==> src/logic/videoDma_defs.svh <==
/*
  Video frame DMA defines
  Pixel and memory widths, buffer size, FIFO depth and APB register map
*/
`ifndef VIDEODMA_DEFS_SVH
`define VIDEODMA_DEFS_SVH

// ----------------------------------------
// Data path and memory
// ----------------------------------------
`define VDMA_PIX_W      16     // Bits per pixel
`define VDMA_BUF_WORDS  256    // Words in one frame buffer
`define VDMA_MEM_AW     9      // Top bit picks the buffer
`define VDMA_LEN_W      9      // Holds 1..256
`define VDMA_FIFO_DEPTH 16
`define VDMA_CNT_W      16

// ----------------------------------------
// APB register map
// ----------------------------------------
`define VDMA_APB_AW     4
`define VDMA_REG_CTRL   4'h0
`define VDMA_REG_LEN    4'h4
`define VDMA_REG_STAT   4'h8
`define VDMA_REG_CNT    4'hC

`endif

==> src/logic/videoDmaPkg.sv <==
/*
  Video frame DMA types
  Width typedefs shared by all blocks and the two DMA state encodings
*/
`include "videoDma_defs.svh"

package videoDmaPkg;

	typedef logic [`VDMA_PIX_W-1:0]  pixelT;
	typedef logic [`VDMA_MEM_AW-1:0] memAdrsT;    // {buffer, index}
	typedef logic [`VDMA_LEN_W-1:0]  frameLenT;   // Length or pixel index
	typedef logic [`VDMA_APB_AW-1:0] apbAdrsT;
	typedef logic [31:0]             apbDataT;
	typedef logic [`VDMA_CNT_W-1:0]  frameCntT;

	// Writer FSM
	typedef enum logic [1:0] {
		WR_IDLE,    // Request slot empty
		WR_MOVE,    // Pixel waiting for a grant
		WR_HOLD     // Frame done, waiting for swap
	} wrStateT;

	// Reader FSM
	typedef enum logic [1:0] {
		RD_IDLE,    // No frame shown yet
		RD_STREAM,  // Issuing reads
		RD_DRAIN    // Last read issued, emptying the skid
	} rdStateT;

endpackage

==> src/logic/pixelFifo.sv <==
/*
  Input pixel FIFO
  Circular buffer between the pixel source and the write DMA,
  head is visible combinationally, flush empties it in one cycle
*/
`timescale 1ns/1ps
`include "videoDma_defs.svh"

module pixelFifo
	import videoDmaPkg::*;
(
	input  logic  iClk,
	input  logic  rstN,
	input  logic  flush,
	input  pixelT pushData,
	input  logic  push,
	output logic  full,
	output pixelT popData,
	input  logic  pop,
	output logic  empty
);

	localparam int PtrW = $clog2(`VDMA_FIFO_DEPTH);

	pixelT           mem [`VDMA_FIFO_DEPTH];
	logic [PtrW-1:0] wrPtr;
	logic [PtrW-1:0] rdPtr;
	logic [PtrW:0]   count;     // One bit wider to tell full from empty
	logic            doPush;
	logic            doPop;

	assign full    = (count == (PtrW+1)'(`VDMA_FIFO_DEPTH));
	assign empty   = (count == '0);
	assign doPush  = push && !full;
	assign doPop   = pop && !empty;
	assign popData = mem[rdPtr];          // Head straight out

	// Storage
	always_ff @(posedge iClk)
	begin
		if (doPush)
			mem[wrPtr] <= pushData;
	end

	// Pointers and fill level
	always_ff @(posedge iClk)
	begin
		if (!rstN || flush)
		begin
			wrPtr <= '0;
			rdPtr <= '0;
			count <= '0;
		end
		else
		begin
			if (doPush)
				wrPtr <= wrPtr + 1'b1;    // Wraps at depth
			if (doPop)
				rdPtr <= rdPtr + 1'b1;
			count <= count + {{PtrW{1'b0}}, doPush} - {{PtrW{1'b0}}, doPop};
		end
	end

endmodule

==> config.mk <==
export PLATFORM = sky130hd
export DESIGN_NAME = pixelFifo
export DESIGN_NICKNAME = d
export VERILOG_FILES = /design/src/logic/videoDmaPkg.sv /design/src/logic/pixelFifo.sv
export VERILOG_INCLUDE_DIRS = /design/src /design/src/logic
export SDC_FILE = /design/constraint.sdc
export NUM_CORES = 1
export LEC_CHECK = 0
export BUFFER_PORTS_ARGS = -buffer_cell sky130_fd_sc_hd__buf_4
export CORE_ASPECT_RATIO = 0.6
export CORE_MARGIN = 2
export CORE_UTILIZATION = 55
export DETAILED_ROUTE_END_ITERATION = 7
export PLACE_DENSITY = 0.75
export SLEW_MARGIN = 30
export SYNTH_ARGS = -nofsm -noshare
export SYNTH_HDL_FRONTEND = slang
export SYNTH_SLANG_ARGS = --single-unit
export TNS_END_PERCENT = 30
==> constraint.sdc <==
create_clock -name iClk -period 3.2 [get_ports iClk]
set_clock_uncertainty 0.2 [all_clocks]
set_input_delay 0.16 -clock iClk [delete_from_list [all_inputs] [get_ports iClk]]
set_output_delay 0.16 -clock iClk [all_outputs]
set_load 0.005 [all_outputs]
==> results.sh <==
export IMPL_grt_use_total=0.208
export IMPL_rows=39
export IMPL_worstSetupPathType="reg -> reg"
export IMPL_cp_max_fo=3
export IMPL_dp_slack_ns=-0.0105
export IMPL_fin_crit_sh=0.956
export IMPL_hpwl_um=12500
export IMPL_avgSynthCellArea_um2=21.0
export IMPL_layout_drive_gt1_share=0.281
export IMPL_antennaDiodeCount=0
export IMPL_ios=39
export IMPL_dr_first_iter_drc_count=551
export IMPL_start_kind="flop"
export IMPL_fmax_mhz=327
export IMPL_required_ns=3.44
export IMPL_dieArea_um2=20400
export IMPL_power_leakage_uw=0.00402
export IMPL_clkLatencyLatePin_ns=0.52
export IMPL_drcViolationCount=0
export IMPL_drv_cap=0
export IMPL_cts_buffers=24
export IMPL_reg2reg_slack_ns=0.14
export IMPL_p_per_area_nw_per_um2=635
export IMPL_grt_pass1_vias=5259
export IMPL_final_core_util=0.650
export IMPL_areaGrowthSynthToFinish_pct=16.4
export IMPL_start_util=0.558
export IMPL_synthCells=504
export IMPL_yosysUniqueCellTypes=33
export IMPL_die_y_um=111
export IMPL_wirelength_um=20300
export IMPL_drtAntennaViolNets=0
export IMPL_drt_pass1_iter_count=5
export IMPL_htree_levels=1
export IMPL_syn_cell_area_um2=10600
export IMPL_yosysWarnings=0
export IMPL_fill_cells=1258
export IMPL_hold_class="in -> reg"
export IMPL_vias_per_cell=5.92
export IMPL_routabilityCongestion=0.747
export IMPL_tightest_slew_ns=0.900
export IMPL_yosysSeqAreaShare=0.760
export IMPL_clk_pin_slew_ns=0.06
export IMPL_cts_root_buf="clkbuf_16"
export IMPL_clockBufferDepth=3
export IMPL_min_period_ns=3.06
export IMPL_synth_nets=537
export IMPL_fin_ws_ns=0.141
export IMPL_status="finished clean"
export IMPL_timing_slew_headroom=0.398
export IMPL_tritoncts="built"
export IMPL_clkSinkCount=273
export IMPL_grt_max_degree=65
export IMPL_antenna_found_initial=0
export IMPL_setup_viol=0
export IMPL_vias=5102
export IMPL_worstPathArrival_ns=3.30
export IMPL_portBuffers=38
export IMPL_ir_drop_v=0.000374
export IMPL_hold_viol=0
export IMPL_finalMaxSlewViolations=0
export IMPL_end_kind="flop"
export IMPL_synth_main_ff_cell="edfxtp_1"
export IMPL_die_w_um=183
export IMPL_wl_per_cell_um=23.6
export IMPL_grt_overflow=0
export IMPL_design_core_area_um2=18900
export IMPL_synth_edf_count=256
export IMPL_async_flop_share=0
export IMPL_rsz0062_at_grt="no"
export IMPL_nets=631
export IMPL_yosys_register_bits=273
export IMPL_grt_pass1_wl_um=31000
cells by family (layout without fill, tap and decap cells):
family / count (synthesis) / after routing / share of synthesized area
multiplexers: 64 / 64 / 0.140
AND/OR/NAND/NOR: 67 / 67 / 0.0312
buffers and inverters: 40 / 152 / 0.0201
XOR/XNOR: 9 / 9 / 0.00746
adder cells (fa/ha/maj): 12 / 12 / 0.0149
AO/OA/AOI/OAI: 39 / 39 / 0.0263
flip-flops: 273 / 273 / 0.760
flip-flops by register name (all words and copies together) (netlist names), named ones only:
signal  flops
rdPtr       4
count       5
mem       256
wrPtr       4
synth_stat cells, drive strengths merged, types with 2 or more instances:
| master | number | area (µm²) |
|---|---|---|
| a21oi | 5 | 25.0 |
| ha | 11 | 138 |
| xor2 | 5 | 43.8 |
| and2 | 9 | 56.3 |
| nor2 | 18 | 67.6 |
| mux4 | 64 | 1480 |
| nor2b | 2 | 12.5 |
| xnor2 | 4 | 35.0 |
| edfxtp | 256 | 7690 |
| a22oi | 32 | 240 |
| nand4 | 2 | 12.5 |
| buf | 16 | 110 |
| clkbuf | 8 | 42.5 |
| nand3 | 5 | 25.0 |
| inv | 16 | 60.1 |
| nand2 | 20 | 75.1 |
| nor3b | 2 | 15.0 |
| dfxtp | 17 | 340 |
| nor4 | 4 | 25.0 |
worst max-delay path, stage by stage, from the launching register on:
cell and delay (ns):
dfxtp_1 0.32, inv_1 0.08, ha_1 0.17, or4b_4 0.49, nand2_4 0.10, inv_1 0.04
ha_1 0.26, inv_1 0.04, ha_1 0.20, fa_2 0.35, a21oi_1 0.16, nor2_1 0.07
or3_4 0.37, a21oi_2 0.14
per-layer routing:
layer  global-route usage  vias to the layer above  share of wire
li1                     -                     2259              -
met1                0.310                     2625           0.43
met2                0.327                      193           0.47
met3               0.0432                       25          0.075
met4               0.0448                        0          0.018
met5                    0                        -              0
per-stage QoR:
step / total power [µW] / instances / TNS, ns / hold slack, ns / area, µm²
after floorplan: 4740 / 504 / 0 / 0.0589 / 10600
after global placement: 5050 / 799 / 0 / 0.246 / 11400
after detailed placement: 5100 / 799 / -0.0105 / 0.269 / 11400
after CTS: 7840 / 861 / 0 / 0.0150 / 12300
after global routing: 8130 / 862 / 0 / 0.108 / 12300
final: 7810 / 862 / 0 / 0.0491 / 12300
cells in the final DEF (no fill, tap or decap), types with 4 or more instances in the layout:
| master | count |
|---|---|
| a21oi_1 | 4 |
| a22oi_1 | 32 |
| and2_1 | 9 |
| buf_12 | 4 |
| buf_4 | 70 |
| clkbuf_1 | 6 |
| clkbuf_16 | 25 |
| clkinv_1 | 9 |
| dfxtp_1 | 15 |
| dlygate4sd3_1 | 18 |
| edfxtp_1 | 256 |
| ha_1 | 11 |
| inv_1 | 16 |
| mux4_1 | 10 |
| mux4_2 | 54 |
| nand2_1 | 19 |
| nand3_1 | 5 |
| nor2_1 | 14 |
| nor2_2 | 4 |
| nor4_2 | 4 |
| xnor2_1 | 4 |
| xor2_1 | 5 |
report_power, final:
| part | internal [µW] | leakage (µW) | switching [µW] |
|---|---|---|---|
| clock | 1510 | 0.000356 | 1200 |
| combinational | 567 | 0.00121 | 486 |
| sequential | 3980 | 0.00245 | 61.9 |
| total | 6060 | 0.00402 | 1750 |
final timing paths:
kind / from / end / depth (start not counted)
setup / recovery: count[3] / count[4] / 13
hold reg to reg: rdPtr[1] / flop / 2
hold / removal: rstN / wrPtr[2] / 3
setup reg to reg: count[3] / count[4] / 13
layout make-up:
class                   instances  area (µm²)  share of cell area
multi-input cells             191        2380               0.194
repair buffers                 92         786              0.0639
flip-flops and latches        273        8030               0.653
inverters                      16        60.1             0.00488
well taps                     246         308              0.0250
clock buffers                  31         648              0.0527
clock inverters                13        82.6             0.00671
timing repair:
item,CTS,global route
endpoints found under the setup margin,1,1
hold buffers,18,0
endpoints found under the hold margin,268,0
resized for setup,2,4
buffers inserted,0,1
pin swaps,0,1
No activity file was read; power rests on OpenSTA's default activity.
