==> src/logic/videoDma_defs.svh <==
/*
  Video frame DMA defines
  Pixel and memory widths, buffer size, FIFO depth and APB register map
*/
`ifndef VIDEODMA_DEFS_SVH
`define VIDEODMA_DEFS_SVH

// ----------------------------------------
// Data path and memory
// ----------------------------------------
`define VDMA_PIX_W      16     // Bits per pixel
`define VDMA_BUF_WORDS  256    // Words in one frame buffer
`define VDMA_MEM_AW     9      // Top bit picks the buffer
`define VDMA_LEN_W      9      // Holds 1..256
`define VDMA_FIFO_DEPTH 16
`define VDMA_CNT_W      16

// ----------------------------------------
// APB register map
// ----------------------------------------
`define VDMA_APB_AW     4
`define VDMA_REG_CTRL   4'h0
`define VDMA_REG_LEN    4'h4
`define VDMA_REG_STAT   4'h8
`define VDMA_REG_CNT    4'hC

`endif

==> src/logic/videoDmaPkg.sv <==
/*
  Video frame DMA types
  Width typedefs shared by all blocks and the two DMA state encodings
*/
`include "videoDma_defs.svh"

package videoDmaPkg;

	typedef logic [`VDMA_PIX_W-1:0]  pixelT;
	typedef logic [`VDMA_MEM_AW-1:0] memAdrsT;    // {buffer, index}
	typedef logic [`VDMA_LEN_W-1:0]  frameLenT;   // Length or pixel index
	typedef logic [`VDMA_APB_AW-1:0] apbAdrsT;
	typedef logic [31:0]             apbDataT;
	typedef logic [`VDMA_CNT_W-1:0]  frameCntT;

	// Writer FSM
	typedef enum logic [1:0] {
		WR_IDLE,    // Request slot empty
		WR_MOVE,    // Pixel waiting for a grant
		WR_HOLD     // Frame done, waiting for swap
	} wrStateT;

	// Reader FSM
	typedef enum logic [1:0] {
		RD_IDLE,    // No frame shown yet
		RD_STREAM,  // Issuing reads
		RD_DRAIN    // Last read issued, emptying the skid
	} rdStateT;

endpackage

==> src/logic/dmaApbRegs.sv <==
/*
  APB register block
  Control, frame length, status and frame count registers,
  zero wait states, errors for bad addresses and bad writes
*/
`timescale 1ns/1ps
`include "videoDma_defs.svh"

module dmaApbRegs
	import videoDmaPkg::*;
(
	input  logic     iClk,
	input  logic     rstN,
	// APB
	input  apbAdrsT  paddr,
	input  logic     psel,
	input  logic     penable,
	input  logic     pwrite,
	input  apbDataT  pwdata,
	output apbDataT  prdata,
	output logic     pready,
	output logic     pslverr,
	// Register outputs
	output logic     enable,
	output frameLenT frameLen,
	// Status inputs
	input  logic     frontValid,
	input  logic     backReady,
	input  logic     frontSel,
	input  logic     fifoFull,
	input  frameCntT frameCnt
);

	logic access;
	logic hitCtrl;
	logic hitLen;
	logic hitStat;
	logic hitCnt;
	logic lenBad;

	// ----------------------------------------
	// Decode
	// ----------------------------------------
	assign access  = psel && penable;
	assign hitCtrl = (paddr == `VDMA_REG_CTRL);
	assign hitLen  = (paddr == `VDMA_REG_LEN);
	assign hitStat = (paddr == `VDMA_REG_STAT);
	assign hitCnt  = (paddr == `VDMA_REG_CNT);
	assign lenBad  = (pwdata == '0) || (pwdata > `VDMA_BUF_WORDS);
	assign pready  = 1'b1;

	// Unmapped, read-only write, or length out of range
	assign pslverr = access && (
		!(hitCtrl || hitLen || hitStat || hitCnt) ||
		(pwrite && (hitStat || hitCnt)) ||
		(pwrite && hitLen && !enable && lenBad));

	always_ff @(posedge iClk)
	begin
		if (!rstN)
		begin
			enable   <= 1'b0;
			frameLen <= frameLenT'(`VDMA_BUF_WORDS);   // Full buffer
		end
		else if (access && pwrite)
		begin
			if (hitCtrl)
				enable <= pwdata[0];
			// Length frozen while running
			if (hitLen && !enable && !lenBad)
				frameLen <= pwdata[`VDMA_LEN_W-1:0];
		end
	end

	// Read mux, data valid in the access cycle
	always_comb
	begin
		prdata = '0;
		if (hitCtrl)
			prdata = {31'b0, enable};
		else if (hitLen)
			prdata = apbDataT'(frameLen);
		else if (hitStat)
			prdata = {28'b0, fifoFull, frontSel, backReady, frontValid};
		else if (hitCnt)
			prdata = apbDataT'(frameCnt);
	end

endmodule

==> config.mk <==
export PLATFORM = sky130hd
export DESIGN_NAME = dmaApbRegs
export DESIGN_NICKNAME = d
export VERILOG_FILES = /design/src/logic/videoDmaPkg.sv /design/src/logic/dmaApbRegs.sv
export VERILOG_INCLUDE_DIRS = /design/src /design/src/logic
export SDC_FILE = /design/constraint.sdc
export NUM_CORES = 1
export LEC_CHECK = 0
export BUFFER_PORTS_ARGS = -buffer_cell sky130_fd_sc_hd__buf_2
export CAP_MARGIN = 40
export CORE_MARGIN = 2
export CORE_UTILIZATION = 36
export DETAILED_ROUTE_END_ITERATION = 10
export MAX_ROUTING_LAYER = met4
export PLACE_DENSITY = 0.92
export SLEW_MARGIN = 20
export SYNTH_ARGS = -nofsm -noshare
export SYNTH_HDL_FRONTEND = slang
export SYNTH_SLANG_ARGS = --single-unit
==> constraint.sdc <==
create_clock -name iClk -period 3.6 [get_ports iClk]
set_input_delay 0.36 -clock iClk [delete_from_list [all_inputs] [get_ports iClk]]
set_output_delay 0.36 -clock iClk [all_outputs]
set_load 0.02 [all_outputs]
==> impl_metrics.env, run 1 <==
export IMPL_grt_usage_pct=17.5
export IMPL_dp_cells=230
export IMPL_tritoncts_num_buffers=3
export IMPL_post_drt_wl_per_cell_um=11.3
export IMPL_grt_pass1_vias=887
export IMPL_n_antenna_cell=0
export IMPL_period_share_pct=59.0
export IMPL_async_flop_share_pct=0
export IMPL_vias=1064
export IMPL_worstPathRequired_ns=3.24
export IMPL_status="finished, final reports clean"
export IMPL_gp_congestion=0.705
export IMPL_path_clk_slew_ns=0.06
export IMPL_portBuffers=87
export IMPL_cts_resized=0
export IMPL_clock_path_buffers=2
export IMPL_yosys_most_used_dff="dfxtp_1"
export IMPL_cts_max_level=1
export IMPL_grt_max_degree=21
export IMPL_drt_iter0_drc=10
export IMPL_slew_violations=0
export IMPL_cts_tree="built"
export IMPL_synthMuxAreaShare_pct=22.1
export IMPL_seqPwrFrac_pct=37.1
export IMPL_ys_seq_area_share_pct=21.5
export IMPL_intPower_uw=211
export IMPL_cp_top_family="simple AND/OR/NAND/NOR gates"
export IMPL_yosysTopAreaCell="dfxtp_1"
export IMPL_fin_crit_ns=2.12
export IMPL_dieArea_um2=3010
export IMPL_via_per_inst=4.55
export IMPL_num_fill_cells=248
export IMPL_syn_cell_area_um2=932
export IMPL_combPwrFrac_pct=30.3
export IMPL_synth_top_family_by_area="simple AND/OR/NAND/NOR gates"
export IMPL_antenna_found_initial=0
export IMPL_cp_slowest_cell="or4_1"
export IMPL_synth_compound_area_share_pct=4.43
export IMPL_crit_type="in -> out"
export IMPL_row_count=18
export IMPL_crit_path_end_kind="output port"
export IMPL_syn_avg_cell_area_um2=7.77
export IMPL_switching_power_uw=87.2
export IMPL_setup_slack_ns=1.48
export IMPL_overflow=0
export IMPL_synth_seq_cells=10
export IMPL_synth_cell_type_count=28
export IMPL_worstSetupStartpointType="input port"
export IMPL_worst_ep_arrival_time_ns=1.76
export IMPL_synth_top_cell_area_share_pct=21.5
export IMPL_cts_hold_buf=0
export IMPL_routed_wl_um=2640
export IMPL_detailedPlace_worstSlack_ns=1.46
export IMPL_synthSimpleGateAreaFrac_pct=34.1
export IMPL_die_h_um=54.9
export IMPL_drtPass1Iterations=4
export IMPL_synthCells=120
export IMPL_layout_drive_gt1_share_pct=48.0
export IMPL_fin_worst_skew_ns=0.000336
export IMPL_finalNonFillerCells=234
export IMPL_finalPower_uw=298
export IMPL_yosys_warnings=0
export IMPL_grt_pass1_wl_um=3760
export IMPL_final_antenna_net_count=0
export IMPL_io_pin_count=105
export IMPL_cp_max_fo=2
export IMPL_clkPwrFrac_pct=32.7
export IMPL_p_per_area_nw_per_um2=222
export IMPL_path_cells="buf_2 -> or4_1 -> o21a_1 -> nor4_1 -> o22ai_1 -> buf_2"
export IMPL_syn_to_final_growth_pct=44.4
export IMPL_cp_common_cell="buf_2"
export IMPL_core_area_um2=2450
export IMPL_synth_most_common_cell="nand2_1"
export IMPL_synth_xor_area_share_pct=0
export IMPL_place_hpwl_um=2220
export IMPL_p_sw_share_pct=29.2
export IMPL_hold_class="in -> reg"
export IMPL_peakVddDrop_uv=209
export IMPL_initial_core_util_pct=38.0
export IMPL_rsz0062_at_grt="false"
export IMPL_postLayoutCoreUtil_pct=54.8
export IMPL_setup_viol=0
export IMPL_maxCapViolCount=0
export IMPL_clock_sinks=10
export IMPL_hold_violations=0
export IMPL_synth_edff_count=0
export IMPL_critPathMaxStageDelay_ns=0.57
export IMPL_finalSetupTns_ns=0
export IMPL_fmax_mhz=471
export IMPL_clock_root_buffer="clkbuf_4"
export IMPL_yosys_top_cells_count="nand2_1 (20), buf_4 (17), mux2i_1 (15)"
export IMPL_die_x_um=54.9
export IMPL_drc=0
export IMPL_fin_nets=266
export IMPL_cp_num_buf_inv=2
export IMPL_synth_fa_ha_area_share_pct=0
export IMPL_clock_latency_ns=0.25
export IMPL_p_leak_uw=0.000731
export IMPL_postCtsSetupBuffers=0
export IMPL_netlist_top_cells_area="dfxtp_1 (21%), mux2i_1 (16%), buf_4 (14%)"
-- kinds of logic after synthesis --
group | count (synthesis)
AOI/OAI and AO/OA | 6
other | 2
muxes | 19
DFF | 10
buffers and inverters | 23
and+or+nand+nor | 60
-- per-stage QoR --
stage               hold WS [ns]  instance area, um2
finish                     0.353                1350
global route               0.357                1350
CTS                        0.353                1350
detailed placement         0.463                1310
global placement           0.458                1310
floorplan                  0.502                 988
-- registers in the layout (all words and copies together) (netlist names) --
| register | cells |
|---|---|
| frameLen | 9 |
| enable | 1 |
-- layout make-up --
class / instances / area, um2 / area share [%]
multi-input combinational: 102 / 629 / 46.7
timing repair buffer: 88 / 443 / 32.9
sequential: 10 / 200 / 14.9
tap: 30 / 37.5 / 2.79
clock buffer: 4 / 36.3 / 2.70
-- worst reg2reg max path, cell delays in order, from the launching register on --
cell     delay [ns]
dfxtp_1        0.36
nor4b_1        0.42
nand4_1        0.18
nor4_2         0.17
buf_4          0.24
mux2i_1        0.21
-- placed cells by master (no fill, tap or decap), types with 2 or more instances in the layout --
master / n
nor2_1: 9
a22oi_1: 3
mux2_2: 3
clkbuf_4: 3
nand2_1: 20
nor2b_1: 4
nor4_1: 7
nor3_1: 2
and3_1: 7
nand4_1: 2
mux2i_1: 15
dfxtp_1: 10
conb_1: 17
and2_1: 2
buf_2: 87
-- power groups by stage --
stage | clock, uW | sequential (uW) | combinational (uW)
detailed placement | 0 | 113 | 90.1
finish | 97.4 | 111 | 90.3
floorplan | 0 | 113 | 63.5
global placement | 0 | 113 | 88.8
CTS | 99.8 | 111 | 90.3
global route | 105 | 111 | 100
-- path summary, 6_finish.rpt --
kind / startpoint / end / slack, ns / depth (start not counted)
max: pwdata[1] / pslverr / 1.48 / 6
max reg2reg: enable$_SDFFE_PN0P_ / frameLen[6]$_SDFFE_PN0P_ / 1.96 / 5
min reg2reg: frameLen[4]$_SDFFE_PN0P_ / frameLen[4]$_SDFFE_PN0P_ / 0.47 / 2
min: pwdata[4] / frameLen[4]$_SDFFE_PN0P_ / 0.35 / 3
-- per-layer routing --
layer  GRT usage (%)  share of wire, %  up-vias
met5               -                 0        -
met4            3.75              0.38        0
met3            2.19               9.3        2
met2            32.1                48       53
met1            20.0                42      453
li1                -                 -      556
(Power assumes the default switching activity.)
==> run 2, diff against run 1 <==
CORE_UTILIZATION = 34   (was 36)
PLACE_DENSITY = 0.88   (was 0.92)
clock period = 2.2 ns   (was 3.6 ns; I/O delays follow)
==> impl_metrics.env, run 2 (same netlist as run 1, synthesis figures left out) <==
export IMPL_status="finished, final reports clean"
export IMPL_rrSetupSlack_ns=0.56
export IMPL_rsz0062_at_grt="false"
export IMPL_cts_tree="built"
export IMPL_clkPwrFrac_pct=27.1
export IMPL_p_sw_share_pct=31.5
export IMPL_postLayoutCoreUtil_pct=52.4
export IMPL_cts_resized=0
export IMPL_worstPathRequired_ns=1.98
export IMPL_n_antenna_cell=0
export IMPL_core_area_um2=2540
export IMPL_row_count=18
export IMPL_cp_common_cell="buf_2"
export IMPL_layout_drive_gt1_share_pct=47.8
export IMPL_syn_to_final_growth_pct=43.0
export IMPL_seqPwrFrac_pct=40.2
export IMPL_path_clk_slew_ns=0.06
export IMPL_fin_crit_ns=1.80
export IMPL_clock_latency_ns=0.26
export IMPL_grt_max_degree=21
export IMPL_switching_power_uw=142
export IMPL_place_hpwl_um=2130
export IMPL_p_leak_uw=0.000724
export IMPL_hold_class="in -> reg"
export IMPL_final_cell_area_um2=1330
export IMPL_crit_path_end_kind="output port"
export IMPL_clock_sinks=10
export IMPL_crit_type="in -> out"
export IMPL_antenna_found_initial=0
export IMPL_maxCapViolCount=0
export IMPL_via_per_inst=4.67
export IMPL_vias=1087
export IMPL_overflow=0
export IMPL_setup_viol=0
export IMPL_fin_worst_skew_ns=0.00147
export IMPL_drtPass1Iterations=4
export IMPL_regMostFlops="frameLen"
export IMPL_cp_slowest_cell="or4_1"
export IMPL_combPwrFrac_pct=32.7
export IMPL_dieArea_um2=3180
export IMPL_initial_core_util_pct=36.6
export IMPL_cts_hold_buf=0
export IMPL_layout_commonest_cell="buf_2"
export IMPL_worstSetupStartpointType="input port"
export IMPL_portBuffers=87
export IMPL_routed_wl_um=2520
export IMPL_dp_cells=230
export IMPL_grt_pass1_wl_um=3960
export IMPL_drc=0
export IMPL_placed_cell_area_um2=1310
export IMPL_final_antenna_net_count=0
export IMPL_fmax_mhz=557
export IMPL_tritoncts_num_buffers=3
export IMPL_largest_reg_flops=9
export IMPL_postCtsSetupBuffers=0
export IMPL_slew_violations=0
export IMPL_cts_max_level=1
export IMPL_grt_pass1_vias=972
export IMPL_post_drt_wl_per_cell_um=10.8
export IMPL_clock_path_buffers=2
export IMPL_reg_largest_list="frameLen (9), enable (1)"
export IMPL_intPower_uw=308
export IMPL_clock_root_buffer="clkbuf_4"
export IMPL_die_x_um=56.4
export IMPL_period_share_pct=81.6
export IMPL_worst_ep_arrival_time_ns=1.58
export IMPL_grt_usage_pct=15.7
export IMPL_p_per_area_nw_per_um2=338
export IMPL_io_pin_count=105
export IMPL_finalSetupTns_ns=0
export IMPL_gp_congestion=0.665
export IMPL_critPathMaxStageDelay_ns=0.57
export IMPL_path_cells="buf_2 -> or4_1 -> o21a_1 -> nor4_1 -> o22ai_1 -> buf_2"
export IMPL_cp_max_fo=2
export IMPL_mostFrequentLayoutCells="buf_2 (87), nand2_1 (20), conb_1 (17)"
export IMPL_peakVddDrop_uv=198
export IMPL_fin_nets=266
export IMPL_drt_iter0_drc=17
export IMPL_die_h_um=56.4
export IMPL_hold_violations=0
export IMPL_finalNonFillerCells=233
==> run 2: cell type report <==
type,count,area [um2]
clock buffers,3,22.5
fillers,256,1210
multi-input cells,102,629
flip-flops and latches,10,200
well taps,30,37.5
repair buffers,88,443
==> run 2: per-stage QoR <==
stage | hold WS [ns] | setup slack (ns) | power [uW]
6_report | 0.217 | 0.405 | 450
5_1_grt | 0.200 | 0.312 | 481
4_1_cts | 0.205 | 0.384 | 457
3_5_place_dp | 0.463 | 0.362 | 332
3_3_place_gp | 0.459 | 0.398 | 331
2_1_floorplan | 0.362 | 0.530 | 289
==> run 2: power groups by stage <==
| stage | Sequential (uW) | Clock [uW] | Combinational [uW] |
|---|---|---|---|
| after global placement | 185 | 0 | 145 |
| after global routing | 181 | 139 | 161 |
| after floorplan | 185 | 0 | 104 |
| after detailed placement | 185 | 0 | 147 |
| final | 181 | 122 | 147 |
| after CTS | 181 | 128 | 148 |
==> run 2: final timing paths <==
path                                  from                  endpoint  cells after the start
setup / recovery                 pwdata[1]                   pslverr                      6
hold / removal                   pwdata[7]  frameLen[7]$_SDFFE_PN0P_                      3
setup reg to reg       enable$_SDFFE_PN0P_  frameLen[2]$_SDFFE_PN0P_                      5
hold reg to reg   frameLen[6]$_SDFFE_PN0P_  frameLen[6]$_SDFFE_PN0P_                      2
==> run 2: per-layer routing <==
metal | share of wire [%] | up-vias | wire length (um) | track usage [%]
li1 | - | 556 | - | -
met4 | 0 | 0 | 0 | 4.42
met5 | 0 | - | 0 | -
met1 | 40 | 469 | 1000 | 15.8
met2 | 49 | 62 | 1240 | 28.7
met3 | 11 | 0 | 282 | 5.53
==> run 2: worst max-delay path, delay by kind of cell <==
| kind | cells | cell delay (ns) |
|---|---|---|
| and+or+nand+nor | 2 | 0.75 |
| AOI/OAI and AO/OA | 2 | 0.34 |
| buffers and inverters | 2 | 0.27 |
