$ cat config.mk
export PLATFORM = sky130hd
export DESIGN_NAME = memArbiter
export DESIGN_NICKNAME = d
export VERILOG_FILES = /design/src/logic/videoDmaPkg.sv /design/src/logic/memArbiter.sv
export VERILOG_INCLUDE_DIRS = /design/src /design/src/logic
export SDC_FILE = /design/constraint.sdc
export NUM_CORES = 1
export LEC_CHECK = 0
export BUFFER_PORTS_ARGS = -buffer_cell sky130_fd_sc_hd__buf_2
export CAP_MARGIN = 15
export CORE_UTILIZATION = 22
export DETAILED_ROUTE_END_ITERATION = 8
export PLACE_DENSITY = 0.79
export REMOVE_ABC_BUFFERS = 1
export SLEW_MARGIN = 20
export SYNTH_ARGS = -nofsm -noshare
export SYNTH_HDL_FRONTEND = slang
export SYNTH_SLANG_ARGS = --single-unit
$ cat constraint.sdc
create_clock -name iClk -period 1.2 [get_ports iClk]
set_clock_uncertainty 0.2 [all_clocks]
set_input_delay 0.06 -clock iClk [delete_from_list [all_inputs] [get_ports iClk]]
set_output_delay 0.06 -clock iClk [all_outputs]
set_load 0.005 [all_outputs]
$ cat src/logic/videoDma_defs.svh
/*
  Video frame DMA defines
  Pixel and memory widths, buffer size, FIFO depth and APB register map
*/
`ifndef VIDEODMA_DEFS_SVH
`define VIDEODMA_DEFS_SVH

// ----------------------------------------
// Data path and memory
// ----------------------------------------
`define VDMA_PIX_W      16     // Bits per pixel
`define VDMA_BUF_WORDS  256    // Words in one frame buffer
`define VDMA_MEM_AW     9      // Top bit picks the buffer
`define VDMA_LEN_W      9      // Holds 1..256
`define VDMA_FIFO_DEPTH 16
`define VDMA_CNT_W      16

// ----------------------------------------
// APB register map
// ----------------------------------------
`define VDMA_APB_AW     4
`define VDMA_REG_CTRL   4'h0
`define VDMA_REG_LEN    4'h4
`define VDMA_REG_STAT   4'h8
`define VDMA_REG_CNT    4'hC

`endif

$ cat src/logic/videoDmaPkg.sv
/*
  Video frame DMA types
  Width typedefs shared by all blocks and the two DMA state encodings
*/
`include "videoDma_defs.svh"

package videoDmaPkg;

	typedef logic [`VDMA_PIX_W-1:0]  pixelT;
	typedef logic [`VDMA_MEM_AW-1:0] memAdrsT;    // {buffer, index}
	typedef logic [`VDMA_LEN_W-1:0]  frameLenT;   // Length or pixel index
	typedef logic [`VDMA_APB_AW-1:0] apbAdrsT;
	typedef logic [31:0]             apbDataT;
	typedef logic [`VDMA_CNT_W-1:0]  frameCntT;

	// Writer FSM
	typedef enum logic [1:0] {
		WR_IDLE,    // Request slot empty
		WR_MOVE,    // Pixel waiting for a grant
		WR_HOLD     // Frame done, waiting for swap
	} wrStateT;

	// Reader FSM
	typedef enum logic [1:0] {
		RD_IDLE,    // No frame shown yet
		RD_STREAM,  // Issuing reads
		RD_DRAIN    // Last read issued, emptying the skid
	} rdStateT;

endpackage

$ cat src/logic/memArbiter.sv
/*
  RAM port arbiter
  Round-robin between the write and read DMA on the single RAM port,
  returns read data one cycle after the grant
*/
`timescale 1ns/1ps
`include "videoDma_defs.svh"

module memArbiter
	import videoDmaPkg::*;
(
	input  logic    iClk,
	input  logic    rstN,
	// Writer port
	input  logic    wrReq,
	input  memAdrsT wrAdrs,
	input  pixelT   wrData,
	output logic    wrGnt,
	// Reader port
	input  logic    rdReq,
	input  memAdrsT rdAdrs,
	output logic    rdGnt,
	output logic    rdValid,
	output pixelT   rdData,
	// RAM side
	output memAdrsT memAdrs,
	output logic    memWe,
	output pixelT   memWd,
	input  pixelT   memRd
);

	logic lastWr;   // Writer won the last granted cycle

	// ----------------------------------------
	// Grant
	// ----------------------------------------
	// Sole requester wins at once, a tie goes to whoever lost last
	assign wrGnt = wrReq && (!rdReq || !lastWr);
	assign rdGnt = rdReq && !wrGnt;

	always_ff @(posedge iClk)
	begin
		if (!rstN)
		begin
			lastWr  <= 1'b0;
			rdValid <= 1'b0;
		end
		else
		begin
			if (wrGnt || rdGnt)
				lastWr <= wrGnt;
			rdValid <= rdGnt;             // Matches the RAM read latency
		end
	end

	// Steering
	assign memAdrs = wrGnt ? wrAdrs : rdAdrs;
	assign memWe   = wrGnt;
	assign memWd   = wrData;
	assign rdData  = memRd;

endmodule

==> results of run 1 <==
[sequential cells by signal, indices dropped and copies added, names as in the netlist]
signal	count
lastWr	1
rdValid	1
[worst max-delay path: cells and delay by family (launching register included)]
kind                   cells  cell delay (ns)
DFF                        1             0.31
AOI/OAI and AO/OA          1             0.16
muxes                      1             0.31
buffers and inverters      2             0.28
[cell type report]
class	instances	area [µm²]
fill	196	1145
timing repair buffer	70	579.3
sequential	2	41.29
tap	27	33.78
multi-input combinational	15	180.2
clock buffer	3	22.52
[what timing repair did]
action                     CTS  global route
pin swaps                    0             2
hold endpoints to repair    34             0
hold buffers                33             0
gates resized for setup      0             8
cloned                       0             0
setup endpoints to repair   12            13
[placed cells by master, fill, tap and decap left out, drive strengths merged]
master	count
a21boi	2
and2	1
and3	1
buf	37
clkbuf	3
dfxtp	2
dlygate4sd3	33
mux2	9
nand2b	1
or2b	1
[through the flow]
step	hold WS, ns	cell area (µm²)
after floorplan	-0.08000	220.2
after global placement	-0.07982	459.2
after detailed placement	-0.07982	459.2
after CTS	0.003474	812.0
after global routing	0.03192	857.1
final	0.02555	857.1
[power breakdown]
part | switching (mW) | leakage, nW | internal (mW)
Clock | 0.0358 | 0.0138 | 0.110
Combinational | 0.103 | 0.400 | 0.202
Sequential | 0.00189 | 0.0168 | 0.0718
Total | 0.141 | 0.431 | 0.384
[routing by layer]
layer / vias to the layer above / part of all wire (%) / GRT usage (%)
li1: 210 / - / -
met1: 220 / 40 / 23.92
met4: 0 / 2.8 / 10.29
met5: - / 0 / 0
met3: 8 / 9.0 / 7.547
met2: 55 / 48 / 33.33
[final timing paths]
path | start | end | slack [ns] | cells past startpoint
setup / recovery | lastWr | memAdrs[6] | -0.35 | 4
hold / removal | rdReq | rdValid | 0.03 | 3
setup reg to reg | lastWr | rdValid | 0.07 | 3
hold reg to reg | lastWr | lastWr | 0.40 | 3
[kinds of logic after synthesis]
kind of cell           after synthesis
flip-flops                           2
AO/OA/AOI/OAI                        2
multiplexers                         9
buffers and inverters               34
AND/OR/NAND/NOR                      4
==> results.yml, run 1 <==
critical_path:
  timing.critical_path.cells: "a21boi_2 -> buf_12 -> mux2_4 -> buf_6"
  cp_slowest_stage_delay_ns: 0.31
  crit_fanout: 11
  critPathSlowestCell: "sky130_fd_sc_hd__dfxtp_2"
  cp_data_arrival_time_ns: 1.29
  worst_setup_path_end_kind: "output port"
  start_kind: "flip-flop"
  worst_ep_required_time_ns: 0.94
  critPathKind: "flip-flop to output port"
logic_synthesis:
  synth_top_cells_by_count: "sky130_fd_sc_hd__buf_4 (33), sky130_fd_sc_hd__mux2_4 (9), sky130_fd_sc_hd__dfxtp_1 (2)"
  synth_largest_area_cell: "sky130_fd_sc_hd__buf_4"
  ys_seq_elements: 2
  top_flip_flop_cell_by_instance_count_after_synthesis: "sky130_fd_sc_hd__dfxtp_1"
  yosys.area_share.simple_pct: 5.483
  synth_area_um2: 479.2
  post_synth_top_area_share_pct: 51.70
  synthCells: 51
  synth-compound-area-share_pct: 3.916
  multiplexer_fraction_of_the_synthesized_cell_area_pct: 28.20
  yosysWarningCount: 0
  postSynth.asyncResetShare_pct: 0
  ys_seq_area_share_pct: 8.355
  synth_edf_count: 0
  yosys-top-cells-area: "sky130_fd_sc_hd__buf_4 (52%), sky130_fd_sc_hd__mux2_4 (28%), sky130_fd_sc_hd__dfxtp_1 (8.4%), sky130_fd_sc_hd__a21boi_2 (2.3%), sky130_fd_sc_hd__buf_6 (2.3%)"
  synth-xor-area-share_pct: 0
  yosys.area_share.adder_pct: 0
  count_of_different_cell_masters_after_synthesis: 10
  post-synth-top-count-cell: "sky130_fd_sc_hd__buf_4"
  main_combinational_cell_family_by_area_after_synthesis: "buffers and inverters"
  post_synth.cell_area_avg_um2: 9.396
die:
  ioPinCount: 99
  die_w_um: 48.67
  design.die.area_um2: 2369
  floorplan.core_area_um2: 2002
  initial_standard_cell_utilization_of_the_core_pct: 23.94
  die_y_um: 48.67
  placement_rows: 16
placement:
  dpl.cell_count: 81
  buffer_ports.inserted: 34
  gpl.final_weighted_congestion: 0.7001
  placement.setup.worst_slack_ns: -0.1204
sta:
  final_hold_viol_count: 0
  layout_min_cycle_time_ns: 1.551
  setup_viol: 12
  tns_ns: -3.360
  setup_repair_after_global_routing_missed_its_margin: "true"
  final_critical_path_setup_slack_ns: -0.3507
  share_of_the_cycle_needed_by_the_critical_path_after_routing_pct: 129.2
  least_margin_pin_slew_ns: 0.1592
  slew_hr_pct: 89.35
  max_freq_ghz: 0.6449
  final_max_slew_violation_count: 0
layout:
  final_util_pct: 42.81
  share_of_layout_cells_above_drive_strength_1_pct: 56.67
  area_growth_from_synthesis_to_layout_pct: 78.85
  antenna_cells: 0
  finalNetCount: 146
  final_cells: 117
pwr:
  cellLeakagePower_nw: 0.4310
  power.density_nw_per_um2: 612.5
  power_mw: 0.5250
  highest_ir_drop_seen_on_vdd_uv: 457.6
clocking:
  cts_tree: "built"
  number_of_buffers_inserted_by_post_cts_setup_repair: 0
  clock_path_buffers: 2
  clockRootBuffer: "sky130_fd_sc_hd__clkbuf_4"
  ctsHtreeMaxLevel: 1
  tritoncts.num_buffers: 3
  clock_insertion_delay_worst_skew_ns: 0.22
  clock_sinks: 2
  clkSlewWorstSetupHoldPaths_ns: 0.03
grt:
  grt_first_pass_wirelength_um: 3429
  global_route.usage.total_pct: 20.69
  vias_in_the_first_global_route: 517
  grt_antenna_before_repair: 0
  pin_count_of_the_biggest_net_entering_global_routing: 12
  grt-ovfl-total: 0
drt:
  routed_wire_length_per_instance_um: 21.88
  iteration_0_drc_count_of_the_detailed_router: 9
  first_pass_iters: 3
  route.vias.total: 493
  drt-vias-per-instance: 4.214
  remaining_drc_errors: 0
  post_route_antenna_net_violation_count: 0
  routed_wire_length_um: 2560
flow_run:
  max-cap-violations: 0
worst_hold_path:
  worstHoldPathType: "input pin to flip-flop"
status:
  run_status: "complete, but fails checks"
  violated_checks: "setup timing"
Power figures use the tool's default switching activity.
==> run 2, diff against run 1 <==
- ABC_AREA: unset -> 1
- CORE_UTILIZATION: 22 -> 21
- PLACE_DENSITY: 0.79 -> 0.77
- SLEW_MARGIN: 20 -> unset
==> run 2 against run 1 <==
Effect of this change: worst hold slack got worse by 0.076 ns; the run ends with hold timing, setup timing left; global-route usage down 0.087 points; total power barely moved; sequential share of layout area barely moved; largest power group unchanged; largest cell class unchanged.
==> results.yml, run 2 <==
status:
  run_status: "complete, but fails checks"
  violated_checks: "hold timing, setup timing"
placement:
  dp.final_hpwl_um: 1738
  placement.setup.worst_slack_ns: 0.09699
  gpl.final_weighted_congestion: 0.6667
  buffer_ports.inserted: 34
critical_path:
  critPathKind: "flip-flop to output port"
  timing.critical_path.cells: "nand2_4 -> buf_6 -> nand3_2 -> nand2_1 -> buf_2"
  critPathSlowestCell: "sky130_fd_sc_hd__dfxtp_2"
  cp_slowest_stage_delay_ns: 0.35
  worst_setup_path_end_kind: "output port"
  start_kind: "flip-flop"
  worst_r2r_endpoint: "lastWr"
  cp-endpoint: "memAdrs[0]"
  rr_startpoint: "lastWr"
  worst_r2r_path_depth: 4
  crit_fanout: 5
  cp_data_arrival_time_ns: 1.04
  worst_ep_required_time_ns: 0.94
  crit_cells: 5
  slack_of_the_worst_reg_to_reg_path_ns: 0.23
  count_of_buffering_cells_on_the_critical_path_with_inverters_included: 2
  worst_setup_path_startpoint: "lastWr"
  kind_of_cell_with_the_highest_combined_delay_on_the_critical_path: "flip-flops"
logic_synthesis:
  yosysWarningCount: 0
  synth_area_um2: 470.5
  synthCells: 75
  post_synth.cell_area_avg_um2: 6.273
  top_flip_flop_cell_by_instance_count_after_synthesis: "sky130_fd_sc_hd__dfxtp_1"
  synth_edf_count: 0
  post_synth_top_area_share_pct: 52.66
  ys_seq_area_share_pct: 8.511
  synth_largest_area_cell: "sky130_fd_sc_hd__buf_4"
  yosys-top-cells-area: "sky130_fd_sc_hd__buf_4 (53%), sky130_fd_sc_hd__nand2_1 (15%), sky130_fd_sc_hd__nand3_1 (9.6%), sky130_fd_sc_hd__dfxtp_1 (8.5%), sky130_fd_sc_hd__buf_6 (4.8%)"
  postSynth.asyncResetShare_pct: 0
  count_of_different_cell_masters_after_synthesis: 9
  ys_seq_elements: 2
  synth_top_cells_by_count: "sky130_fd_sc_hd__buf_4 (33), sky130_fd_sc_hd__nand2_1 (19), sky130_fd_sc_hd__nand3_1 (9)"
  post-synth-top-count-cell: "sky130_fd_sc_hd__buf_4"
grt:
  grt.busiest_layer: "met2"
  pin_count_of_the_biggest_net_entering_global_routing: 11
  gr-usage-met2_pct: 27.63
  global_route.usage.met3_pct: 9.969
  grt_antenna_before_repair: 0
  grt_first_pass_wirelength_um: 3484
  grtUsageMet1_pct: 27.44
  vias_in_the_first_global_route: 539
  grt-ovfl-total: 0
  global_route.usage.total_pct: 20.61
die:
  ioPinCount: 99
  placement_rows: 16
  initial_standard_cell_utilization_of_the_core_pct: 23.04
  design.die.area_um2: 2433
  floorplan.core_area_um2: 2042
  die_w_um: 49.33
  die_y_um: 49.33
layout:
  antenna_cells: 0
  area.sequential_um2: 41.29
  mostFrequentLayoutCell: "sky130_fd_sc_hd__buf_2"
  fillCellCount: 233
  final_cell_mix: "sky130_fd_sc_hd__buf_2 (34), sky130_fd_sc_hd__dlygate4sd3_1 (33), sky130_fd_sc_hd__nand2_1 (18), sky130_fd_sc_hd__nand3_2 (9)"
  area_growth_from_synthesis_to_layout_pct: 81.65
  multiInputGateArea_um2: 211.5
  share_of_layout_cells_above_drive_strength_1_pct: 47.79
  finalNetCount: 169
  top_regs: "lastWr (1), rdValid (1)"
sta:
  final_max_slew_violation_count: 0
  setup_repair_after_global_routing_missed_its_margin: "true"
  max_freq_ghz: 0.7713
  least_margin_pin_slew_ns: 0.2073
  slew_hr_pct: 86.18
  hold_ws_ns: -0.05091
  layout_min_cycle_time_ns: 1.297
  share_of_the_cycle_needed_by_the_critical_path_after_routing_pct: 108.0
  tns_ns: -0.8148
  final_critical_path_setup_slack_ns: -0.09650
  final_hold_viol_count: 1
  setup_viol: 9
drt:
  route.vias.total: 588
  first_pass_iters: 4
  iteration_0_drc_count_of_the_detailed_router: 5
  post_route_antenna_net_violation_count: 0
  routed_wire_length_per_instance_um: 17.96
  routed_wire_length_um: 2514
  remaining_drc_errors: 0
  drt-vias-per-instance: 4.200
clocking:
  clock_path_buffers: 2
  tritoncts.num_buffers: 3
  clock_sinks: 2
  clockRootBuffer: "sky130_fd_sc_hd__clkbuf_4"
  clkSlewWorstSetupHoldPaths_ns: 0.03
  clock_insertion_delay_worst_skew_ns: 0.24
  cts_hold_buffers: 33
  cts_tree: "built"
  ctsHtreeMaxLevel: 1
  number_of_buffers_inserted_by_post_cts_setup_repair: 0
worst_hold_path:
  worstHoldPathType: "input pin to flip-flop"
pwr:
  highest_ir_drop_seen_on_vdd_uv: 536.2
  cellLeakagePower_nw: 0.4635
  power.density_nw_per_um2: 614.9
flow_run:
  max-cap-violations: 0
run 2: changes by cell type in the layout (fill, tap and decap cells not counted), moves of 3 or more:
cell | previous run | this run
sky130_fd_sc_hd__buf_6 | 7 | 2
sky130_fd_sc_hd__nand3_2 | 0 | 9
sky130_fd_sc_hd__buf_2 | 27 | 34
sky130_fd_sc_hd__nand2_1 | 0 | 18
sky130_fd_sc_hd__inv_1 | 0 | 3
sky130_fd_sc_hd__nor2_1 | 0 | 3
sky130_fd_sc_hd__mux2_4 | 9 | 0
run 2: routing by layer:
metal | part of all wire [%] | vias up | wire length (µm)
li1 | - | 273 | -
met1 | 46 | 257 | 1151
met2 | 42 | 54 | 1068
met3 | 10 | 4 | 259
met4 | 1.4 | 0 | 34
met5 | 0 | - | 0
run 2: through the flow:
step                cells  area (µm²)  power, mW  hold slack (ns)  util (%)
finish                140       854.6     0.5255         -0.05091     41.85
global route          140       854.6     0.5643         -0.01737     41.85
CTS                   140       823.3     0.5135         -0.04414     40.32
detailed placement    104       426.7     0.2141         -0.07987     20.89
global placement      104       426.7     0.2131         -0.07987     20.89
floorplan              40       200.2     0.1271         -0.08000         -
run 2: repair_timing:
action / 4_1_cts / 5_1_grt
pin swaps: 2 / 7
endpoints found under the hold margin: 34 / 1
setup endpoints to repair: 12 / 12
gates resized for setup: 10 / 8
run 2: worst min path at each step:
| stage | start | end | slack (ns) | cells after the start |
|---|---|---|---|---|
| 3_3_place_gp | wrData[7] | memWd[7] | -0.08 | 0 |
| 2_1_floorplan | wrData[0] | memWd[0] | -0.08 | 0 |
| 6_report | rdReq | rdValid | -0.05 | 3 |
| 5_1_grt | rdReq | rdValid | -0.02 | 3 |
| 4_1_cts | rdReq | rdValid | -0.04 | 3 |
| 3_5_place_dp | wrData[7] | memWd[7] | -0.08 | 0 |
run 2: area by class of cell:
type	instances	area share, %
Tap cell	27	3.953
Sequential cell	2	4.832
Timing Repair Buffer	70	62.08
Clock buffer	3	2.635
Inverter	4	1.757
Multi-Input combinational cell	34	24.74
run 2: power breakdown:
group	switching (mW)	leakage (nW)	internal [mW]
registers	0.00385	0.0168	0.0721
logic	0.123	0.433	0.158
clock network	0.0567	0.0138	0.112
run 2: kinds of logic after synthesis:
group           count (synthesis)  synth area share [%]
buf+inv                        39                 60.64
flops                           2                 8.511
simple gates                   33                 29.79
compound gates                  1                 1.063
run 2: worst register-to-register path: stages, from the launching register on:
cell and delay (ns):
sky130_fd_sc_hd__dfxtp_2 0.35, sky130_fd_sc_hd__nand2_4 0.09, sky130_fd_sc_hd__buf_6 0.14, sky130_fd_sc_hd__nand2_1 0.05, sky130_fd_sc_hd__nor2_1 0.03
