--- src/logic/videoDma_defs.svh ---
/*
  Video frame DMA defines
  Pixel and memory widths, buffer size, FIFO depth and APB register map
*/
`ifndef VIDEODMA_DEFS_SVH
`define VIDEODMA_DEFS_SVH

// ----------------------------------------
// Data path and memory
// ----------------------------------------
`define VDMA_PIX_W      16     // Bits per pixel
`define VDMA_BUF_WORDS  256    // Words in one frame buffer
`define VDMA_MEM_AW     9      // Top bit picks the buffer
`define VDMA_LEN_W      9      // Holds 1..256
`define VDMA_FIFO_DEPTH 16
`define VDMA_CNT_W      16

// ----------------------------------------
// APB register map
// ----------------------------------------
`define VDMA_APB_AW     4
`define VDMA_REG_CTRL   4'h0
`define VDMA_REG_LEN    4'h4
`define VDMA_REG_STAT   4'h8
`define VDMA_REG_CNT    4'hC

`endif

--- src/logic/videoDmaPkg.sv ---
/*
  Video frame DMA types
  Width typedefs shared by all blocks and the two DMA state encodings
*/
`include "videoDma_defs.svh"

package videoDmaPkg;

	typedef logic [`VDMA_PIX_W-1:0]  pixelT;
	typedef logic [`VDMA_MEM_AW-1:0] memAdrsT;    // {buffer, index}
	typedef logic [`VDMA_LEN_W-1:0]  frameLenT;   // Length or pixel index
	typedef logic [`VDMA_APB_AW-1:0] apbAdrsT;
	typedef logic [31:0]             apbDataT;
	typedef logic [`VDMA_CNT_W-1:0]  frameCntT;

	// Writer FSM
	typedef enum logic [1:0] {
		WR_IDLE,    // Request slot empty
		WR_MOVE,    // Pixel waiting for a grant
		WR_HOLD     // Frame done, waiting for swap
	} wrStateT;

	// Reader FSM
	typedef enum logic [1:0] {
		RD_IDLE,    // No frame shown yet
		RD_STREAM,  // Issuing reads
		RD_DRAIN    // Last read issued, emptying the skid
	} rdStateT;

endpackage

--- src/logic/frameWriteDma.sv ---
/*
  Frame write DMA
  Moves pixels from the input FIFO into the back buffer, one per grant,
  then raises backReady and holds until the reader swaps
*/
`timescale 1ns/1ps
`include "videoDma_defs.svh"

module frameWriteDma
	import videoDmaPkg::*;
(
	input  logic     iClk,
	input  logic     rstN,
	input  logic     enable,
	input  frameLenT frameLen,
	input  pixelT    fifoData,
	input  logic     fifoEmpty,
	output logic     fifoPop,
	output logic     wrReq,
	output memAdrsT  wrAdrs,
	output pixelT    wrData,
	input  logic     wrGnt,
	input  logic     frontSel,
	input  logic     swapAck,
	output logic     backReady
);

	wrStateT  state;
	frameLenT idx;          // Index of the pixel in the request slot
	pixelT    slotData;
	logic     lastPix;

	assign lastPix = (idx == frameLen - 1'b1);
	assign wrReq   = (state == WR_MOVE);
	assign wrData  = slotData;
	// Back buffer is the one not on display
	assign wrAdrs  = {~frontSel, idx[`VDMA_MEM_AW-2:0]};

	// Refill when the slot is empty or its pixel is granted now,
	// never beyond the frame end
	assign fifoPop = enable && !fifoEmpty &&
		((state == WR_IDLE) || (wrReq && wrGnt && !lastPix));

	// ----------------------------------------
	// Writer FSM
	// ----------------------------------------
	always_ff @(posedge iClk)
	begin
		if (!rstN || !enable)
		begin
			state     <= WR_IDLE;
			idx       <= '0;
			backReady <= 1'b0;
		end
		else
		begin
			case (state)
				WR_IDLE:
					if (fifoPop)
						state <= WR_MOVE;
				WR_MOVE:
					if (wrGnt)
					begin
						if (lastPix)
						begin
							state     <= WR_HOLD;      // Whole frame in RAM
							idx       <= '0;
							backReady <= 1'b1;
						end
						else
						begin
							idx <= idx + 1'b1;
							if (!fifoPop)
								state <= WR_IDLE;      // FIFO ran dry
						end
					end
				WR_HOLD:
					if (swapAck)
					begin
						state     <= WR_IDLE;
						backReady <= 1'b0;
					end
				default:
					state <= WR_IDLE;
			endcase
		end
	end

	// Pixel held for the request
	always_ff @(posedge iClk)
	begin
		if (fifoPop)
			slotData <= fifoData;
	end

endmodule

--- config.mk ---
export PLATFORM = sky130hd
export DESIGN_NAME = frameWriteDma
export DESIGN_NICKNAME = d
export VERILOG_FILES = /design/src/logic/videoDmaPkg.sv /design/src/logic/frameWriteDma.sv
export VERILOG_INCLUDE_DIRS = /design/src /design/src/logic
export SDC_FILE = /design/constraint.sdc
export NUM_CORES = 1
export LEC_CHECK = 0
export ABC_AREA = 1
export BUFFER_PORTS_ARGS = -buffer_cell sky130_fd_sc_hd__buf_2
export CAP_MARGIN = 20
export CORE_MARGIN = 5
export CORE_UTILIZATION = 40
export DETAILED_ROUTE_END_ITERATION = 10
export PLACE_DENSITY = 0.68
export SETUP_SLACK_MARGIN = 0.05
export SLEW_MARGIN = 25
export SYNTH_ARGS = -nofsm -noshare
export SYNTH_HDL_FRONTEND = slang
export SYNTH_SLANG_ARGS = --single-unit
--- constraint.sdc ---
create_clock -name iClk -period 7.08 [get_ports iClk]
set_input_delay 1.062 -clock iClk [delete_from_list [all_inputs] [get_ports iClk]]
set_output_delay 1.062 -clock iClk [all_outputs]
set_load 0.1 [all_outputs]
==> metrics.md, run 1 <==
| Metric | Value |
|---|---|
| Crit Path Max Fanout | `17` |
| Hold buffers post-CTS | `0` |
| Initial antenna violation count | `0` |
| Req. time, crit path | `approximately 6.0 ns` |
| Slew HR | `0.670` |
| Status | `completed` |
| Via/cell ratio | `4.53` |
| RSZ-0062 raised after global routing | `false` |
| Power Dens Cells | `193 nW/um2` |
| Die H | `approximately 72 um` |
| Reg2reg end | `wrData[14]` |
| Critical Path AT | `3.02 ns` |
| Setup Skew | `0.00345 ns` |
| Synthesis Warnings | `0` |
| Dpl hpwl | `2550 um` |
| Setup tns final | `0 ns` |
| Non-Filler Instances | `between 200 and 300` |
| Via count | `1332` |
| Drt pass-1 iters | `4` |
| Max Cap Viol | `0` |
| Critical path capture point | `fifoPop` |
| Die X | `around 72 um` |
| Root Buffer | `clkbuf_8` |
| First-pass GRT wire length | `between 4000 and 5000 um` |
| Storage cell area | `a little over 700 um2` |
| Crit share post-route | `0.577` |
| Yosys reg bits | `28` |
| Syn Area/Cell | `8.14 um2` |
| H-tree levels | `1` |
| Final instance area | `between 1500 and 2000 um2` |
| ANT nets after route | `0` |
| Final Hold Vio Count | `0` |
| Worst r2r path cells | `11` |
| Synth Cell Area | `1550 um2` |
| Die area | `5230 um2` |
| Area of the multi-input gates | `667 um2` |
| Final WL | `3120 um` |
| Io pins | `60` |
| Post-Place Cells | `290` |
| Nets | `281` |
| Worst R2R Setup Slack | `5.25 ns` |
| Overall Power | `0.372 mW` |
| GRT Total Usage | `0.115` |
| Seq/Total Area, Yosys | `0.464` |
| Layout cell share with drive strength beyond 1 | `0.337` |
| LEAKAGE | `0.914 nW` |
| Area grow syn2layout | `23.8%` |
| Upper clock frequency limit | `0.245 GHz` |
| Placer congestion estimate | `about 0.8` |
| Placement Rows | `22` |
| Setup repair bufs after CTS | `0` |
| Min Tclk post-route | `4.08 ns` |
| PostCTS Resize Cnt | `0` |
| Clock sinks | `28` |
| Most frequent cells in the layout | `59 x buf_2, 47 x nand2_1, 25 x nor2_1` |
| Max Root-Sink Buffers | `2` |
| Maximum vdd drop | `0.152 mV` |
| Final setup viols | `0` |
| WL/cell | `10.6 um` |
| Most common cell after layout, fill and taps aside | `buf_2` |
| Post-synth cell types | `25` |
| Syn_nets | `225` |
| Critical Path Start | `frameLen[0]` |
| Worst min path class | `flip-flop to flip-flop` |
| CTS tree | `done` |
| DR DRC count | `0` |
| Area of the core | `roughly 3700 um2` |
| Critical path capture point type | `output port` |
| Cells after Synth | `approximately 190` |
| Initial Util | `0.418` |
| Antenna diode count | `0` |
| Worst skew pair latency | `0.27 ns` |
| Crit Path Class | `input port to output port` |
| Clock slew at reported path FFs | `0.09 ns` |
| Final Core Density | `0.518` |
| Pin count of the biggest net entering global routing | `18` |
| Num CTS Buffers | `3` |
| Filler cells | `368` |
| Worst Tran Pin Value | `0.498 ns` |
| RR Startpoint | `idx[5]` |
| IO buf count | `59` |
| Area after DPL | `1850 um2` |
| Grt total ovfl | `0` |
| Vias in the first global route | `1159` |
| Final Max Tran Viols | `0` |
| Startpoint types | `input port` |
| Drt first-iter violations | `between 50 and 60` |
-- routing by layer --
metal  vias to the layer above  global-route usage  routed length [um]
met5                         -                   0                   0
met4                         0              0.0313                  18
met3                         2              0.0263                 252
met2                        45               0.187                1450
met1                       581               0.153                1400
li1                        704                   -                   -
-- final cells by class --
| class | instances | share of cell area |
|---|---|---|
| inverter | 27 | 0.0527 |
| clock inverter | 1 | 0.0156 |
| clock buffer | 3 | 0.0215 |
| sequential | 28 | 0.375 |
| tap | 48 | 0.0312 |
| multi-input combinational | 127 | 0.347 |
| timing repair buffer | 60 | 0.157 |
-- cells in the mapped netlist --
cell / instances / share of area
nand3b_1: 1 / 0.0048
dfxtp_1: 12 / 0.15
xnor2_1: 3 / 0.017
ha_1: 2 / 0.016
edfxtp_1: 16 / 0.31
nor2_2: 4 / 0.016
nand3_2: 3 / 0.019
nor2_1: 25 / 0.060
nand4_1: 4 / 0.016
nor3_1: 3 / 0.0097
nand2_1: 47 / 0.11
nand2_2: 4 / 0.016
nor3b_2: 1 / 0.0081
o2111ai_2: 1 / 0.0097
o21ai_1: 1 / 0.0032
buf_4: 8 / 0.039
nor2_4: 2 / 0.014
inv_1: 23 / 0.056
xor2_1: 8 / 0.045
a21oi_1: 4 / 0.013
o21ai_0: 2 / 0.0064
nand3_1: 11 / 0.035
a21boi_0: 1 / 0.0048
clkbuf_2: 1 / 0.0032
inv_2: 4 / 0.0097
-- registers in the layout, indices dropped and copies added (netlist names) --
register and cells:
wrData 16, state 2, backReady 1, idx 9
-- metrics by stage --
step | hold WS, ns | worst slack (ns)
after global routing | 0.515 | 2.77
after global placement | 0.467 | 3.05
after floorplan | 0.498 | 0.791
final | 0.493 | 3.00
after detailed placement | 0.453 | 3.00
after CTS | 0.489 | 2.98
-- report_power, final --
group / switching, mW / internal (mW) / total [mW]
clock: 0.0463 / 0.0756 / 0.122
combinational: 0.0558 / 0.0166 / 0.0725
sequential: 0.000949 / 0.177 / 0.178
-- how the worst min path moves through the flow --
stage	start	endpoint	slack [ns]	cells past startpoint
5_1_grt	backReady	backReady	0.52	2
6_report	backReady	backReady	0.49	2
3_5_place_dp	backReady	backReady	0.45	2
2_1_floorplan	idx[0]	idx[0]	0.50	2
4_1_cts	backReady	backReady	0.49	2
3_3_place_gp	backReady	backReady	0.47	2
-- worst max-delay path, stage by stage --
cell and delay, ns:
buf_2 0.13, inv_1 0.09, ha_1 0.25, nand2_2 0.09
nor2_2 0.12, nand3_1 0.09, nand2_1 0.09, nor2_2 0.04
nand3_2 0.09, nand3_1 0.11, a21boi_1 0.14, buf_4 0.25
buf_2 0.47
-- kinds of logic after synthesis --
kind of cell,count (synthesis),synth area share
AOI/OAI and AO/OA,9,0.0370
xor gates and xnor gates,11,0.0620
adders and majority gates,2,0.0161
buffers and inverters,36,0.107
DFF,28,0.464
and+or+nand+nor,105,0.314
Power figures use the tool's default switching activity.
==> run 2, diff against run 1 <==
--- a/config.mk
+++ b/config.mk
@@ -6,13 +6,13 @@
 export SDC_FILE = /design/constraint.sdc
 export NUM_CORES = 1
 export LEC_CHECK = 0
-export ABC_AREA = 1
+export ABC_AREA = 0
 export BUFFER_PORTS_ARGS = -buffer_cell sky130_fd_sc_hd__buf_2
 export CAP_MARGIN = 20
 export CORE_MARGIN = 5
 export CORE_UTILIZATION = 40
 export DETAILED_ROUTE_END_ITERATION = 10
-export PLACE_DENSITY = 0.68
+export PLACE_DENSITY = 0.71
 export SETUP_SLACK_MARGIN = 0.05
 export SLEW_MARGIN = 25
 export SYNTH_ARGS = -nofsm -noshare
==> constraint.sdc (replaced) <==
create_clock -name iClk -period 3.75 [get_ports iClk]
set_input_delay 0.5625 -clock iClk [delete_from_list [all_inputs] [get_ports iClk]]
set_output_delay 0.5625 -clock iClk [all_outputs]
set_load 0.1 [all_outputs]
==> metrics.md, run 2 <==
| Metric | Value |
|---|---|
| IO buf count | `59 (unchanged)` |
| XOR/XNOR share of the synthesized area | `0.109 (+0.0473)` |
| Yosys reg bits | `28 (unchanged)` |
| CTS tree | `done` |
| Final Max Tran Viols | `0 (unchanged)` |
| Clock slew at reported path FFs | `0.14 ns (+0.05 ns)` |
| Syn_nets | `168 (-25%)` |
| Crit share post-route | `0.887` |
| Req. time, crit path | `3.19 ns (-2.83 ns)` |
| Synth Area in Adders | `0.0173 (+0.00124)` |
| Hold WS | `0.405 ns (-0.0885 ns)` |
| Crit Path Class | `input port to output port` |
| GRT Total Usage | `0.130 (+0.0153)` |
| Simple logic cell fraction of the synthesized area | `0.205 (-0.109)` |
| Critical path capture point type | `output port` |
| Initial antenna violation count | `0 (unchanged)` |
| Antenna diode count | `0 (unchanged)` |
| Worst Tran Pin Value | `0.599 ns (+0.101 ns)` |
| Grt total ovfl | `0 (unchanged)` |
| Num CTS Buffers | `3 (unchanged)` |
| Power Dens Cells | `359 nW/um2 (+86%)` |
| Critical Path AT | `2.76 ns (-0.26 ns)` |
| Via count | `1179 (-11%)` |
| Fraction of registers with async set or reset after synthesis | `0 (unchanged)` |
| Status | `completed` |
| Crit Path Max Fanout | `9 (-8)` |
| Syn Area/Cell | `10.8 um2 (+32%)` |
| Min Tclk post-route | `~3.3 ns` |
| Largest family of logic cells by synthesized area | `simple AND/OR/NAND/NOR gates` |
| Leading post-synthesis cells by cell area | `edfxtp_1 33%, dfxtp_1 17%, xnor2_1 5.5%` |
| LEAKAGE | `0.797 nW (-13%)` |
| Commonest cells in the netlist | `16 x edfxtp_1, 14 x nor2_1, 12 x dfxtp_1` |
| Worst skew pair latency | `0.32 ns (+0.05 ns)` |
| Area grow syn2layout | `29.7%` |
| Critical Path Start | `frameLen[0]` |
| Initial Util | `0.422 (+0.00416)` |
| Pin count of the biggest net entering global routing | `18 (unchanged)` |
| Root Buffer | `clkbuf_4` |
| Drt first-iter violations | `50 (-7.4%)` |
| Synth Flop Type | `edfxtp_1` |
| Cells after Synth | `134 (-30%)` |
| Seq/Total Area, Yosys | `0.500 (+0.0358)` |
| Most frequent cells in the layout | `58 x buf_2, 16 x edfxtp_1, 14 x nor2_1` |
| Flip-flop count of the largest register after layout | `16 (unchanged)` |
| Final instance area | `1870 um2 (-2.7%)` |
| Upper clock frequency limit | `0.301 GHz` |
| WP buf/inv | `3 (-1)` |
| Placement Rows | `21 (-4.5%)` |
| Post-Place Cells | `230 (-21%)` |
| Crit-path slowest cell | `o21ai_0` |
| Post-synth EDFFs | `16 (unchanged)` |
| Dpl hpwl | `2560 um (+0.57%)` |
| Maximum vdd drop | `0.225 mV (+48%)` |
| Worst min path class | `input port to flip-flop` |
| DP Worst Slack | `0.267 ns (-2.73 ns)` |
| Overall Power | `0.672 mW (+81%)` |
| ANT nets after route | `0 (unchanged)` |
| Setup repair bufs after CTS | `0 (unchanged)` |
| Area after DPL | `1760 um2 (-5.1%)` |
| Die X | `70.1 um (-3.1%)` |
| Max Root-Sink Buffers | `2 (unchanged)` |
| DR DRC count | `0 (unchanged)` |
| Vias in the first global route | `1197 (+3.3%)` |
| Area of the core | `3420 um2 (-8.1%)` |
| Synth Area in Compound Gates | `0.109 (+0.0722)` |
| Synth area leader | `edfxtp_1` |
| Synth Cell Area | `1440 um2 (-7.2%)` |
| Non-Filler Instances | `242 (-18%)` |
| Filler cells | `311 (-15%)` |
| PostCTS Resize Cnt | `0 (unchanged)` |
| Layout cell share with drive strength beyond 1 | `0.408 (+0.0708)` |
| Final setup viols | `0 (unchanged)` |
| Hold buffers post-CTS | `0 (unchanged)` |
| Drt pass-1 iters | `4 (unchanged)` |
| Post-synth cell types | `38 (+52%)` |
| Synthesis Warnings | `0 (unchanged)` |
| Most common cell after layout, fill and taps aside | `buf_2` |
| Nets | `231 (-18%)` |
| Final WL | `3180 um (+1.7%)` |
| Final Core Density | `0.548 (+0.0301)` |
| WL/cell | `13.1 um (+24%)` |
| RSZ-0062 raised after global routing | `false` |
| Setup tns final | `0 ns (unchanged)` |
| First-pass GRT wire length | `5280 um (+8.4%)` |
| Setup Skew | `0.00462 ns (+0.00117 ns)` |
| Die H | `70.1 um (-3.1%)` |
| RR Startpoint | `idx[7]` |
| Hold path startpoint | `fifoData[13]` |
| Leading cell type by number of instances after synthesis | `edfxtp_1` |
| Synth top area share | `0.333 (+0.0239)` |
| Max Cap Viol | `0 (unchanged)` |
| Via/cell ratio | `4.87 (+7.5%)` |
| Clock sinks | `28 (unchanged)` |
| CP delay by family, top | `simple AND/OR/NAND/NOR gates` |
| Startpoint types | `input port` |
| Io pins | `60 (unchanged)` |
| Die area | `4910 um2 (-6.2%)` |
| Slew HR | `0.597 (-0.0729)` |
| Placer congestion estimate | `0.845 (+4.8%)` |
| Crit-path cells | `buf_2 > inv_1 > ha_1 > nor2b_1 > or3_1 > a31oi_1 > nand4_2 > o21ai_0 > a21oi_4 > buf_12` |
| Final WS setup | `0.424 ns (-2.57 ns)` |
| Fraction of synthesized area in multiplexers | `0 (unchanged)` |
| Final Hold Vio Count | `0 (unchanged)` |
| Slowest Stage Delay on Critical Path | `0.36 ns (-0.11 ns)` |
| H-tree levels | `1 (unchanged)` |
## run 2: changes by cell type after synthesis, moves of 3 or more
cell	change
nand2_2	-4
nand3_1	-9
nor2_1	-11
xnor2_1	+6
o21ai_0	+3
a31oi_1	+3
nand3_2	-3
and3_1	+3
inv_1	-17
nor2_2	-4
nand2_1	-37
inv_2	-4
## run 2: where the power goes
| part | leakage [nW] | switching, mW | internal [mW] |
|---|---|---|---|
| registers | 0.247 | 0.00265 | 0.334 |
| clock network | 0.0279 | 0.0858 | 0.108 |
| logic | 0.523 | 0.102 | 0.0391 |
## run 2: cells by family after synthesis
family          after synthesis
simple gates                 51
compound gates               20
fa+ha+maj                     2
flops                        28
buf+inv                      15
xor+xnor                     18
## run 2: cell type report
class                      count  area, um2  area share
sequential                    28        721       0.385
multi-input combinational     91        647       0.346
timing repair buffer          67        370       0.198
tap                           46       57.6      0.0308
clock inverter                 1       30.0      0.0161
clock buffer                   3       22.5      0.0120
inverter                       6       22.5      0.0120
## run 2: final timing paths
check,endpoint,slack (ns),depth (start not counted)
worst max-delay path,fifoPop,0.42,10
worst min-delay path,wrData[13],0.40,1
worst max register to register,wrData[11],1.21,7
worst min register to register,backReady,0.50,1
## run 2: metal layers
layer | GRT usage | vias up | wire, um
met5 | 0 | - | 0
met4 | 0.0426 | 0 | 34
met3 | 0.0301 | 4 | 153
met2 | 0.238 | 27 | 1710
met1 | 0.148 | 554 | 1280
li1 | - | 594 | -
